--- src/hw/rv_dec_macros.svh ---
`ifndef RV_DEC_MACROS_SVH
`define RV_DEC_MACROS_SVH

//////////////////////////////
// widths
//////////////////////////////

`define RV_DEC_XLEN 32    // instruction and data word
`define RV_DEC_REG_AW 5   // x0..x31
`define RV_DEC_OPCODE_W 7

//////////////////////////////
// instruction field lsbs
//////////////////////////////

`define RV_DEC_RS1_LSB 15
`define RV_DEC_RS2_LSB 20
`define RV_DEC_RD_LSB 7

// funct3 is 3 bits, funct7 is 7 bits
`define RV_DEC_FUNCT3_LSB 12
`define RV_DEC_FUNCT7_LSB 25

`endif

--- src/hw/rv_dec_pkg.sv ---
`default_nettype none

`include "rv_dec_macros.svh"

package rv_dec_pkg;

  // the only major opcodes still decoded
  typedef enum logic [`RV_DEC_OPCODE_W-1:0] {
    OPCODE_LOAD  = 7'h03,
    OPCODE_OPIMM = 7'h13,
    OPCODE_AUIPC = 7'h17,
    OPCODE_STORE = 7'h23,
    OPCODE_OP    = 7'h33,
    OPCODE_LUI   = 7'h37
  } opcode_e;

  typedef enum logic [4:0] {
    ALU_ADD, ALU_SUB, ALU_XOR, ALU_OR, ALU_AND,
    ALU_SLL, ALU_SRL, ALU_SRA, ALU_SLT, ALU_SLTU
  } alu_op_e;

  typedef enum logic [1:0] {OP_A_REG_A, OP_A_CURRPC, OP_A_ZERO} op_a_sel_e;
  typedef enum logic {OP_B_REG_B, OP_B_IMM} op_b_sel_e;
  typedef enum logic [1:0] {MD_OP_MULL, MD_OP_MULH, MD_OP_DIV, MD_OP_REM} md_op_e;

  // lsu access size
  typedef enum logic [1:0] {
    DT_WORD = 2'd0,
    DT_HALF = 2'd1,
    DT_BYTE = 2'd2
  } data_type_e;

  // one decoded instruction of 68 bits
  typedef struct packed {
    alu_op_e                   alu_op;
    op_a_sel_e                 op_a_sel;
    op_b_sel_e                 op_b_sel;
    logic [`RV_DEC_XLEN-1:0]   imm;          // already selected and extended
    logic [`RV_DEC_REG_AW-1:0] rs1;
    logic [`RV_DEC_REG_AW-1:0] rs2;
    logic [`RV_DEC_REG_AW-1:0] rd;
    logic                      rf_we;
    logic                      mult_en;
    logic                      div_en;
    md_op_e                    md_op;
    logic [1:0]                md_signed_mode; // {rs2 signed, rs1 signed}
    logic                      data_req;
    logic                      data_we;
    data_type_e                data_type;
    logic                      data_sign_ext;
    logic                      illegal;
  } dec_result_t;

  // wishbone classic master to slave
  typedef struct packed {
    logic                    cyc;
    logic                    stb;
    logic                    we;
    logic [`RV_DEC_XLEN-1:0] dat;
  } wb_req_t;

  // slave to master
  typedef struct packed {
    logic                    ack;
    logic [`RV_DEC_XLEN-1:0] dat;
  } wb_rsp_t;

endpackage

`default_nettype wire

--- src/hw/rv_dec_core.sv ---
`timescale 1ns/1ns
`default_nettype none

`include "rv_dec_macros.svh"

// rv32im decode into one registered record
module rv_dec_core #(
  parameter bit RV32M = 1'b1
) (
  input  wire logic                    clk_i,
  input  wire logic                    rst_n_i,
  input  wire logic                    instr_valid_i,
  output logic                         instr_ready_o,
  input  wire logic [`RV_DEC_XLEN-1:0] instr_i,
  output logic                         res_valid_o,
  input  wire logic                    res_ready_i,
  output rv_dec_pkg::dec_result_t      res_o
);

  rv_dec_pkg::opcode_e     opcode;
  logic [2:0]              funct3;
  logic [6:0]              funct7;
  logic [`RV_DEC_XLEN-1:0] imm_i;
  logic [`RV_DEC_XLEN-1:0] imm_s;
  logic [`RV_DEC_XLEN-1:0] imm_u;
  rv_dec_pkg::dec_result_t dec_d;   // combinational decode
  rv_dec_pkg::dec_result_t res_q;
  logic                    valid_q;
  logic                    accept;

  assign opcode = rv_dec_pkg::opcode_e'(instr_i[`RV_DEC_OPCODE_W-1:0]);
  assign funct3 = instr_i[`RV_DEC_FUNCT3_LSB +: 3];
  assign funct7 = instr_i[`RV_DEC_FUNCT7_LSB +: 7];

  // sign extension from bit 31
  assign imm_i = {{20{instr_i[31]}}, instr_i[31:20]};
  assign imm_s = {{20{instr_i[31]}}, instr_i[31:25], instr_i[11:7]};
  assign imm_u = {instr_i[31:12], 12'b0};

  //////////////////////////////
  // decode
  //////////////////////////////

  always_comb begin
    dec_d          = '0;
    dec_d.alu_op   = rv_dec_pkg::ALU_ADD;
    dec_d.op_a_sel = rv_dec_pkg::OP_A_REG_A;
    dec_d.op_b_sel = rv_dec_pkg::OP_B_REG_B;
    dec_d.imm      = imm_i;                // don't care for reg-reg
    dec_d.rs1      = instr_i[`RV_DEC_RS1_LSB +: `RV_DEC_REG_AW];
    dec_d.rs2      = instr_i[`RV_DEC_RS2_LSB +: `RV_DEC_REG_AW];
    dec_d.rd       = instr_i[`RV_DEC_RD_LSB +: `RV_DEC_REG_AW];
    dec_d.md_op     = rv_dec_pkg::MD_OP_MULL;
    dec_d.data_type = rv_dec_pkg::DT_WORD;

    case (opcode)
      rv_dec_pkg::OPCODE_LOAD: begin
        dec_d.op_b_sel      = rv_dec_pkg::OP_B_IMM; // base + imm_i
        dec_d.rf_we         = 1'b1;
        dec_d.data_req      = 1'b1;
        dec_d.data_sign_ext = !funct3[2];            // lbu/lhu zero extend
        case (funct3[1:0])
          2'b00:   dec_d.data_type = rv_dec_pkg::DT_BYTE;
          2'b01:   dec_d.data_type = rv_dec_pkg::DT_HALF;
          default: dec_d.data_type = rv_dec_pkg::DT_WORD;
        endcase
        if (funct3 == 3'b011 || funct3 == 3'b111) begin
          dec_d.illegal = 1'b1; // ld is rv64, 111 undefined
        end
      end

      rv_dec_pkg::OPCODE_STORE: begin
        dec_d.op_b_sel = rv_dec_pkg::OP_B_IMM;
        dec_d.imm      = imm_s;
        dec_d.data_req = 1'b1;
        dec_d.data_we  = 1'b1;
        case (funct3[1:0])
          2'b00:   dec_d.data_type = rv_dec_pkg::DT_BYTE;
          2'b01:   dec_d.data_type = rv_dec_pkg::DT_HALF;
          default: dec_d.data_type = rv_dec_pkg::DT_WORD;
        endcase
        dec_d.illegal = funct3[2] || (funct3[1:0] == 2'b11);
      end

      rv_dec_pkg::OPCODE_LUI, rv_dec_pkg::OPCODE_AUIPC: begin
        // lui is 0 + imm_u, auipc is pc + imm_u
        dec_d.op_a_sel = (opcode == rv_dec_pkg::OPCODE_LUI) ?
                         rv_dec_pkg::OP_A_ZERO : rv_dec_pkg::OP_A_CURRPC;
        dec_d.op_b_sel = rv_dec_pkg::OP_B_IMM;
        dec_d.imm      = imm_u;
        dec_d.rf_we    = 1'b1;
      end

      rv_dec_pkg::OPCODE_OPIMM: begin
        dec_d.op_b_sel = rv_dec_pkg::OP_B_IMM;
        dec_d.rf_we    = 1'b1;
        case (funct3)
          3'b000: dec_d.alu_op = rv_dec_pkg::ALU_ADD;
          3'b010: dec_d.alu_op = rv_dec_pkg::ALU_SLT;
          3'b011: dec_d.alu_op = rv_dec_pkg::ALU_SLTU;
          3'b100: dec_d.alu_op = rv_dec_pkg::ALU_XOR;
          3'b110: dec_d.alu_op = rv_dec_pkg::ALU_OR;
          3'b111: dec_d.alu_op = rv_dec_pkg::ALU_AND;
          3'b001: begin
            dec_d.alu_op  = rv_dec_pkg::ALU_SLL;
            dec_d.illegal = (funct7 != 7'b000_0000); // shamt[5] or junk
          end
          default: begin // 101, srli/srai
            dec_d.alu_op  = funct7[5] ? rv_dec_pkg::ALU_SRA : rv_dec_pkg::ALU_SRL;
            dec_d.illegal = (funct7 != 7'b000_0000) && (funct7 != 7'b010_0000);
          end
        endcase
      end

      rv_dec_pkg::OPCODE_OP: begin
        dec_d.rf_we = 1'b1;
        if (instr_i[31]) begin
          dec_d.illegal = 1'b1;
        end else if (funct7 == 7'b000_0001) begin // rv32m group
          dec_d.illegal = !RV32M;
          dec_d.mult_en = RV32M && !funct3[2];
          dec_d.div_en  = RV32M && funct3[2];
          case (funct3)
            3'b000:         dec_d.md_op = rv_dec_pkg::MD_OP_MULL;
            3'b100, 3'b101: dec_d.md_op = rv_dec_pkg::MD_OP_DIV;
            3'b110, 3'b111: dec_d.md_op = rv_dec_pkg::MD_OP_REM;
            default:        dec_d.md_op = rv_dec_pkg::MD_OP_MULH;
          endcase
          case (funct3)
            3'b001, 3'b100, 3'b110: dec_d.md_signed_mode = 2'b11; // mulh div rem
            3'b010:                 dec_d.md_signed_mode = 2'b01; // mulhsu
            default:                dec_d.md_signed_mode = 2'b00;
          endcase
        end else begin
          case ({funct7[5:0], funct3})
            {6'b00_0000, 3'b000}: dec_d.alu_op = rv_dec_pkg::ALU_ADD;
            {6'b10_0000, 3'b000}: dec_d.alu_op = rv_dec_pkg::ALU_SUB;
            {6'b00_0000, 3'b010}: dec_d.alu_op = rv_dec_pkg::ALU_SLT;
            {6'b00_0000, 3'b011}: dec_d.alu_op = rv_dec_pkg::ALU_SLTU;
            {6'b00_0000, 3'b100}: dec_d.alu_op = rv_dec_pkg::ALU_XOR;
            {6'b00_0000, 3'b110}: dec_d.alu_op = rv_dec_pkg::ALU_OR;
            {6'b00_0000, 3'b111}: dec_d.alu_op = rv_dec_pkg::ALU_AND;
            {6'b00_0000, 3'b001}: dec_d.alu_op = rv_dec_pkg::ALU_SLL;
            {6'b00_0000, 3'b101}: dec_d.alu_op = rv_dec_pkg::ALU_SRL;
            {6'b10_0000, 3'b101}: dec_d.alu_op = rv_dec_pkg::ALU_SRA;
            default:              dec_d.illegal = 1'b1;
          endcase
        end
      end

      default: dec_d.illegal = 1'b1; // branch, jal, system, fence etc
    endcase

    // illegal word must not reach rf, lsu or md unit
    if (dec_d.illegal) begin
      dec_d.rf_we    = 1'b0;
      dec_d.data_req = 1'b0;
      dec_d.data_we  = 1'b0;
      dec_d.mult_en  = 1'b0;
      dec_d.div_en   = 1'b0;
    end
  end

  //////////////////////////////
  // result stage
  //////////////////////////////

  assign instr_ready_o = !valid_q || res_ready_i; // empty or draining
  assign accept        = instr_valid_i && instr_ready_o;

  always_ff @(posedge clk_i) begin
    if (!rst_n_i) begin
      valid_q <= 1'b0;
    end else if (accept) begin
      valid_q <= 1'b1;
    end else if (res_ready_i) begin
      valid_q <= 1'b0;
    end
  end

  always_ff @(posedge clk_i) begin
    if (accept) begin
      res_q <= dec_d;
    end
  end

  assign res_valid_o = valid_q;
  assign res_o       = res_q;

  a_illegal_quiet : assert property (@(posedge clk_i) disable iff (!rst_n_i)
    (res_valid_o && res_o.illegal) |->
      !(res_o.rf_we || res_o.data_req || res_o.data_we || res_o.mult_en || res_o.div_en));

endmodule

`default_nettype wire

--- src/hw/rv_dec_out_buf.sv ---
`timescale 1ns/1ns
`default_nettype none

// single-entry registered stream buffer for any payload
module rv_dec_out_buf #(
  parameter type payload_t = logic [31:0]
) (
  input  wire logic     clk_i,
  input  wire logic     rst_n_i,
  input  wire logic     in_valid_i,
  output logic          in_ready_o,
  input  wire payload_t in_data_i,
  output logic          out_valid_o,
  input  wire logic     out_ready_i,
  output payload_t      out_data_o
);

  logic     full_q;
  payload_t data_q;  // meaningful only while full_q
  logic     take;

  // pass-through of ready keeps one word per cycle
  assign in_ready_o = !full_q || out_ready_i;
  assign take       = in_valid_i && in_ready_o;

  always_ff @(posedge clk_i) begin
    if (!rst_n_i) begin
      full_q <= 1'b0;
    end else if (take) begin
      full_q <= 1'b1;
    end else if (out_ready_i) begin
      full_q <= 1'b0;   // drained with nothing new
    end
  end

  always_ff @(posedge clk_i) begin
    if (take) begin
      data_q <= in_data_i;
    end
  end

  assign out_valid_o = full_q;
  assign out_data_o  = data_q;

  // stalled output holds valid and payload
  a_hold_on_stall : assert property (@(posedge clk_i) disable iff (!rst_n_i)
    (out_valid_o && !out_ready_i) |=> (out_valid_o && $stable(out_data_o)));

endmodule

`default_nettype wire

--- src/hw/rv_dec_top.sv ---
`timescale 1ns/1ns
`default_nettype none

// wishbone in, decoded records out
module rv_dec_top (
  input  wire logic                    clk_i,
  input  wire logic                    rst_n_i,
  input  wire rv_dec_pkg::wb_req_t     wb_req_i,
  output rv_dec_pkg::wb_rsp_t          wb_rsp_o,
  output logic                         dec_valid_o,
  input  wire logic                    dec_ready_i,
  output rv_dec_pkg::dec_result_t      dec_o
);

  logic                    instr_valid;
  logic                    instr_ready;
  logic [31:0]             instr;
  logic                    res_valid;  // core stage to buffer
  logic                    res_ready;
  rv_dec_pkg::dec_result_t res;

  rv_dec_wb_slave u_wb_slave (
    .clk_i, .rst_n_i, .wb_req_i, .wb_rsp_o,
    .instr_valid_o(instr_valid), .instr_ready_i(instr_ready), .instr_o(instr)
  );

  rv_dec_core #(.RV32M(1'b1)) u_core (
    .clk_i, .rst_n_i,
    .instr_valid_i(instr_valid), .instr_ready_o(instr_ready), .instr_i(instr),
    .res_valid_o(res_valid), .res_ready_i(res_ready), .res_o(res)
  );

  rv_dec_out_buf #(.payload_t(rv_dec_pkg::dec_result_t)) u_out_buf (
    .clk_i, .rst_n_i,
    .in_valid_i(res_valid), .in_ready_o(res_ready), .in_data_i(res),
    .out_valid_o(dec_valid_o), .out_ready_i(dec_ready_i), .out_data_o(dec_o)
  );

endmodule

`default_nettype wire

--- src/hw/rv_dec_wb_slave.sv ---
`timescale 1ns/1ns
`default_nettype none

`include "rv_dec_macros.svh"

// one-word instruction slot behind a wishbone classic target
module rv_dec_wb_slave (
  input  wire logic                    clk_i,
  input  wire logic                    rst_n_i,
  input  wire rv_dec_pkg::wb_req_t     wb_req_i,
  output rv_dec_pkg::wb_rsp_t          wb_rsp_o,
  output logic                         instr_valid_o,
  input  wire logic                    instr_ready_i,
  output logic [`RV_DEC_XLEN-1:0]      instr_o
);

  logic                    ack_q;    // registered one-pulse ack
  logic                    slot_q;   // slot holds an unsent word
  logic [`RV_DEC_XLEN-1:0] instr_q;  // last written word
  logic                    req_live; // cycle open and not yet acked
  logic                    wr_take;
  logic                    rd_take;

  assign req_live = wb_req_i.cyc && wb_req_i.stb && !ack_q;
  // a full slot that is not draining stalls the bus
  assign wr_take  = req_live && wb_req_i.we && (!slot_q || instr_ready_i);
  assign rd_take  = req_live && !wb_req_i.we; // reads never wait

  always_ff @(posedge clk_i) begin
    if (!rst_n_i) begin
      ack_q  <= 1'b0;
      slot_q <= 1'b0;
    end else begin
      ack_q <= wr_take || rd_take;
      if (wr_take) begin
        slot_q <= 1'b1;         // refill wins over drain
      end else if (instr_ready_i) begin
        slot_q <= 1'b0;
      end
    end
  end

  always_ff @(posedge clk_i) begin
    if (wr_take) begin
      instr_q <= wb_req_i.dat;
    end
  end

  assign wb_rsp_o.ack  = ack_q;
  assign wb_rsp_o.dat  = instr_q; // last written word
  assign instr_valid_o = slot_q;
  assign instr_o       = instr_q;

  // ack only answers a strobe seen one cycle earlier
  a_ack_after_stb : assert property (@(posedge clk_i) disable iff (!rst_n_i)
    ack_q |-> $past(wb_req_i.cyc && wb_req_i.stb));

endmodule

`default_nettype wire

--- config.mk ---
export PLATFORM = sky130hd
export DESIGN_NAME = rv_dec_top
export DESIGN_NICKNAME = d
export VERILOG_FILES = /design/src/hw/rv_dec_pkg.sv /design/src/hw/rv_dec_core.sv /design/src/hw/rv_dec_out_buf.sv /design/src/hw/rv_dec_top.sv /design/src/hw/rv_dec_wb_slave.sv
export VERILOG_INCLUDE_DIRS = /design/src /design/src/hw
export SDC_FILE = /design/constraint.sdc
export NUM_CORES = 1
export LEC_CHECK = 0
export ABC_AREA = 1
export BUFFER_PORTS_ARGS = -buffer_cell sky130_fd_sc_hd__buf_2
export CORE_ASPECT_RATIO = 0.9
export CORE_MARGIN = 1
export CORE_UTILIZATION = 55
export CTS_BUF_LIST = sky130_fd_sc_hd__clkbuf_16
export DETAILED_ROUTE_END_ITERATION = 7
export PLACE_DENSITY = 0.9
export SLEW_MARGIN = 20
export SYNTH_ARGS = -nofsm -noshare
export SYNTH_HDL_FRONTEND = slang
export SYNTH_SLANG_ARGS = --single-unit
--- constraint.sdc ---
create_clock -name clk_i -period 6.3 [get_ports clk_i]
set_clock_uncertainty 0.1 [all_clocks]
set_input_delay 0.315 -clock clk_i [delete_from_list [all_inputs] [get_ports clk_i]]
set_output_delay 0.315 -clock clk_i [all_outputs]
set_load 0.005 [all_outputs]
After elaboration in Yosys (flattened, before gate mapping)
Index checks and enable logic that the tools add are counted.
Widths: inputs -> output; s select.

cells by class
  equal/unequal tests = 26
  mux-type cells = 27
  bitwise gates (word level) = 2
  reduce and logical (&&, ||, !) cells = 38

operator list
  operator            number
  $pmux 31 s2         1
  $eq 9x3->1 const B  4
  $pmux 4 s9          1
  $pmux 5 s7          1
  $eq 7x6->1 const B  3
  $eq 9x2->1 const B  2
  $eq 9x9->1 const B  2
  $mux 1              15
  $eq 7x5->1 const B  2
  $eq 3x3->1 const B  4
  $pmux 5 s2          1
  $reduce_or 10->1    1
  $reduce_or 5->1     2
  $eq 9x1->1 const B  1
  $logic_not 9->1     1
  $logic_and 1x1->1   8
  $mux 4              2
  $pmux 2 s2          2
  $reduce_or 2->1     4
  $eq 7x1->1 const B  1
  $eq 7x2->1 const B  1
  $ne 7x6->1 const B  1
  $reduce_bool 7->1   1
  $eq 3x2->1 const B  2
  16 further kinds    30

storage, ports and cells
  register bits = 172
  input port bits = 38
  output and inout bits = 102
  word-level logic and storage cells = 132

Longest topological paths before layout
  depth in word-level cells = 7
  gate-level depth with buffers = 12

By module
Synthesis repeated with hierarchy kept, for this count alone.

second synthesis, totals
  cell total of the unflattened synthesis = 401
  area total of the unflattened synthesis = 6,251.0 µm²

modules (own cells, without submodules)
  module           times used  cells each  area an instance (µm²)  sequential area each (µm²)
  rv_dec_core      1           248         2,860.2                 2,031.9
  rv_dec_out_buf   1           75          2,093.3                 2,062.0
  rv_dec_wb_slave  1           78          1,297.5                 1,001.0

Worst setup path after synthesis
Ideal clock, no wire load.

  path type = flip-flop to flip-flop
  start = register u_out_buf.full_q (netlist: u_out_buf.out_valid_o)
  end = register u_out_buf.data_q, in the netlist u_out_buf.out_data_o[0], enable pin
  arrival = 3.605 ns
  slack = 2.082 ns
  stages on the path, launching flop included = 2
  clock period less this slack = 4.218 ns
  cells stage by stage = dfxtp_1 a21oi_1

between the ends
  word-level cells in the longest chain between the ends = 3

ends and longest elaborated chain
  what                      RTL line              source
  start: declaration        rv_dec_out_buf.sv:18  logic full_q;
  start signal: assignment  rv_dec_out_buf.sv:28  full_q <= 1'b0;
  start signal: assignment  rv_dec_out_buf.sv:30  full_q <= 1'b1;
  start signal: assignment  rv_dec_out_buf.sv:32  full_q <= 1'b0;
  $logic_not 1->1           rv_dec_out_buf.sv:23  assign in_ready_o = !full_q || out_ready_i;
  $logic_or 1x1->1          rv_dec_out_buf.sv:23
  $logic_and 1x1->1         rv_dec_out_buf.sv:24  assign take = in_valid_i && in_ready_o;
  via u_out_buf.take        rv_dec_out_buf.sv:20  logic take;
  end signal: assignment    rv_dec_out_buf.sv:38  data_q <= in_data_i;
  end: declaration          rv_dec_out_buf.sv:19  payload_t data_q;

The timed path passes the listed nets, and every way through them passes these cells.
A chain may end at the register's enable or synchronous reset.

==> flow_metrics.py <==
metrics = {
    "worst_hold_path": {
        "hold_path_class": "primary input to flop",
        "worstHoldEndpoint": "u_wb_slave.instr_valid_o",
        "worstHoldStart": "rst_n_i",
        "min_delay_path_depth": 2,
    },
    "grt": {
        "antenna_found_initial": 0,
        "grt_max_degree": 68,
        "globalRouteTotalUtil": 0.228,
        "grt_pass1_wl_um": 18700,
        "grt_pass1_vias": 3573,
        "grt_overflow": 0,
    },
    "floorplanning": {
        "dieWidth_um": 113,
        "rows": 36,
        "fp.dieH_um": 102,
        "dieArea_mm2": 0.0115,
        "ios": 140,
        "core_area_mm2": 0.0108,
        "initial_core_util": 0.563,
    },
    "yosys": {
        "yosysSeqAreaShare": 0.832,
        "synth_nets": 418,
        "synthAdderAreaFrac": 0,
        "ys_warn_count": 0,
        "ys_ff_latch": 170,
        "synth_top_family_by_area": "simple AND/OR/NAND/NOR gates",
        "muxShareOfSynthArea": 0,
        "synth_area_mm2": 0.00609,
        "synth-simple-area-share": 0.0820,
        "synth_cells": 380,
        "synthXorXnorAreaFrac": 0,
        "synth_compound_area_frac": 0.0341,
        "syn_area_per_cell_um2": 16.0,
        "yosysUniqueCellTypes": 27,
    },
    "layout": {
        "regArea_mm2": 0.00506,
        "nNetsFinal": 586,
        "nFillCells": 689,
        "drive_gt1_frac": 0.339,
        "antenna_cells": 0,
        "syn_to_final_growth_pct": 26.2,
        "final_cell_area_mm2": 0.00768,
        "multi_input_area_um2": 729,
    },
    "critical_path": {
        "crit_type": "flop to flop",
        "crit_arrival_ps": 2170,
        "critical_path.cell_chain": "nor2_2 > inv_1 > nor2_1 > nand2_2 > inv_2 > nor2_2 > inv_2 > o21ai_0",
        "rr_worst_depth": 8,
        "r2r-start": "u_wb_slave.instr_o[3]",
        "max_stage_delay_ps": 390,
        "cpMaxStageDelayCell": "edfxtp_1",
        "reg2reg_to": "u_core.res_o[42]",
        "end_kind": "flop",
        "start_kind": "flop",
        "crit_required_ps": 6350,
        "cp_top_family": "simple AND/OR/NAND/NOR gates",
        "rrSetupSlack_ps": 4170,
        "crit_fanout": 19,
        "cp.buffers_inverters": 3,
    },
    "place": {
        "hpwl_um": 7420,
        "portBuffers": 138,
        "place_ws_ps": 4220,
        "placed_cell_area_mm2": 0.00680,
        "gp_congestion": 0.879,
    },
    "sta": {
        "layout_setup_ws_ps": 4170,
        "hold_viol_final": 0,
        "worst_pin_slew_ps": 1010,
        "finalSetupViolCount": 0,
        "setup_tns_ps": 0,
        "post-route-period-util": 0.338,
        "grt_setup_unrepaired": "no",
        "slew-limit-headroom": 0.328,
        "min_period_ps": 2130,
        "fmax_ghz": 0.470,
        "finalMaxSlewViolations": 0,
        "hold_slack_ps": 23.6,
    },
    "route": {
        "num_vias": 3681,
        "firstDrtPassIters": 5,
        "drt_iter0_drc": 284,
        "drt_drc_violations_left": 0,
        "ant_nets": 0,
        "avgRoutedWirePerCell_um": 17.8,
        "via_per_inst": 5.30,
        "routed_wl_um": 12400,
    },
    "pwr": {
        "leakage_uw": 0.00291,
        "power_density_mw_per_mm2": 300,
        "max-vdd-ir-drop_mv": 0.161,
    },
    "clock_tree": {
        "clkTransAtPathRegs_ps": 60,
        "htreeDepth": 4,
        "cts_setup_buffers": 0,
        "cts_buffer_depth": 2,
        "cts_tree": "yes",
        "cts_hold_buffers": 33,
        "cts_root_buf": "clkbuf_16",
        "clock_sinks": 170,
        "clk_latency_ps": 420,
        "cts_resized": 0,
        "cts_buffers": 17,
    },
    "job": {
        "maxCapViolCount": 0,
    },
    "run_status": {
        "status": "completed",
    },
}
## logic make-up after synthesis
| logic type | after synthesis |
|---|---|
| buffers and inverters | 60 |
| AO/OA/AOI/OAI | 39 |
| other | 1 |
| AND/OR/NAND/NOR | 110 |
| flip-flops | 170 |
## cell usage after synthesis
cell type  count  area [um2]
o211ai_1       1        7.51
nor2_4         2        22.5
buf_6          2        22.5
a21oi_1        9        45.0
buf_4         19         143
nor3_4         1        16.3
nor2_1        32         120
nor2_2         4        25.0
nand2_1       41         154
nand2_2        4        25.0
buf_2          2        10.0
edfxtp_1     166        4980
a31oi_1        1        6.26
nand3_1       19        95.1
o21a_1         1        7.51
nor3_1         5        25.0
conb_1         1        3.75
o21ai_0       23         115
nand4_1        1        6.26
dfxtp_1        4        80.1
inv_2          5        18.8
o21ai_1        2        10.0
nand3_2        1        10.0
o31ai_1        1        7.51
clkbuf_1       1        3.75
o32ai_1        1        8.76
inv_1         31         116
## cell type report
type,count,share of cell area
inverters,36,0.0176
repair buffers,173,0.135
multi-input cells,150,0.0949
clock buffers,17,0.0554
flip-flops and latches,170,0.659
clock inverters,15,0.0164
well taps,133,0.0217
## cell usage in the layout (no fill, tap or decap), types with 5 or more instances in the layout
master and n:
o21ai_0 23, buf_2 138, nor2_1 31, inv_2 6, nand2_1 41, nor3_1 5, clkbuf_16 17, nand3_1 19
dlygate4sd3_1 33, inv_1 31, a21oi_1 8, edfxtp_1 166
## worst max path at each step
stage / start / endpoint / depth (start not counted)
final: u_wb_slave.instr_o[3] / u_core.res_o[42] / 8
after global routing: u_wb_slave.instr_o[4] / u_core.res_o[57] / 7
after CTS: u_wb_slave.instr_o[4] / u_core.res_o[42] / 7
after detailed placement: u_wb_slave.instr_o[4] / u_core.res_o[40] / 7
after global placement: u_wb_slave.instr_o[3] / u_core.res_o[41] / 8
after floorplan: u_out_buf.out_valid_o / u_out_buf.out_data_o[0] / 1
## per-layer routing
metal	wire length, um	global-route usage	vias up
met4	567	0.143	0
li1	-	-	1673
met1	4640	0.272	1715
met3	1060	0.0611	62
met5	0	0	-
met2	6100	0.379	231
## registers in the layout (all words and copies together), names as in the netlist
| register | flops |
|---|---|
| u_wb_slave.instr_o | 32 |
| u_core.res_valid_o | 1 |
| u_core.res_o | 67 |
| u_wb_slave.instr_valid_o | 1 |
| u_out_buf.out_valid_o | 1 |
| u_out_buf.out_data_o | 67 |
| u_wb_slave.ack_q | 1 |
## through the flow
step | total power [uW] | util | instances
after floorplan | 1310 | - | 380
after global placement | 1330 | 0.629 | 629
after detailed placement | 1340 | 0.629 | 629
after CTS | 2310 | 0.711 | 694
after global routing | 2370 | 0.711 | 694
final | 2300 | 0.711 | 694
## power by group
part           switching (uW)  total (uW)  leakage [uW]  internal (uW)
Clock                     430         973      0.000265            543
Sequential               9.79        1260       0.00150           1250
Combinational            34.3        66.2       0.00114           32.0
Total                     474        2300       0.00291           1830
No activity file was read; power rests on OpenSTA's default activity.
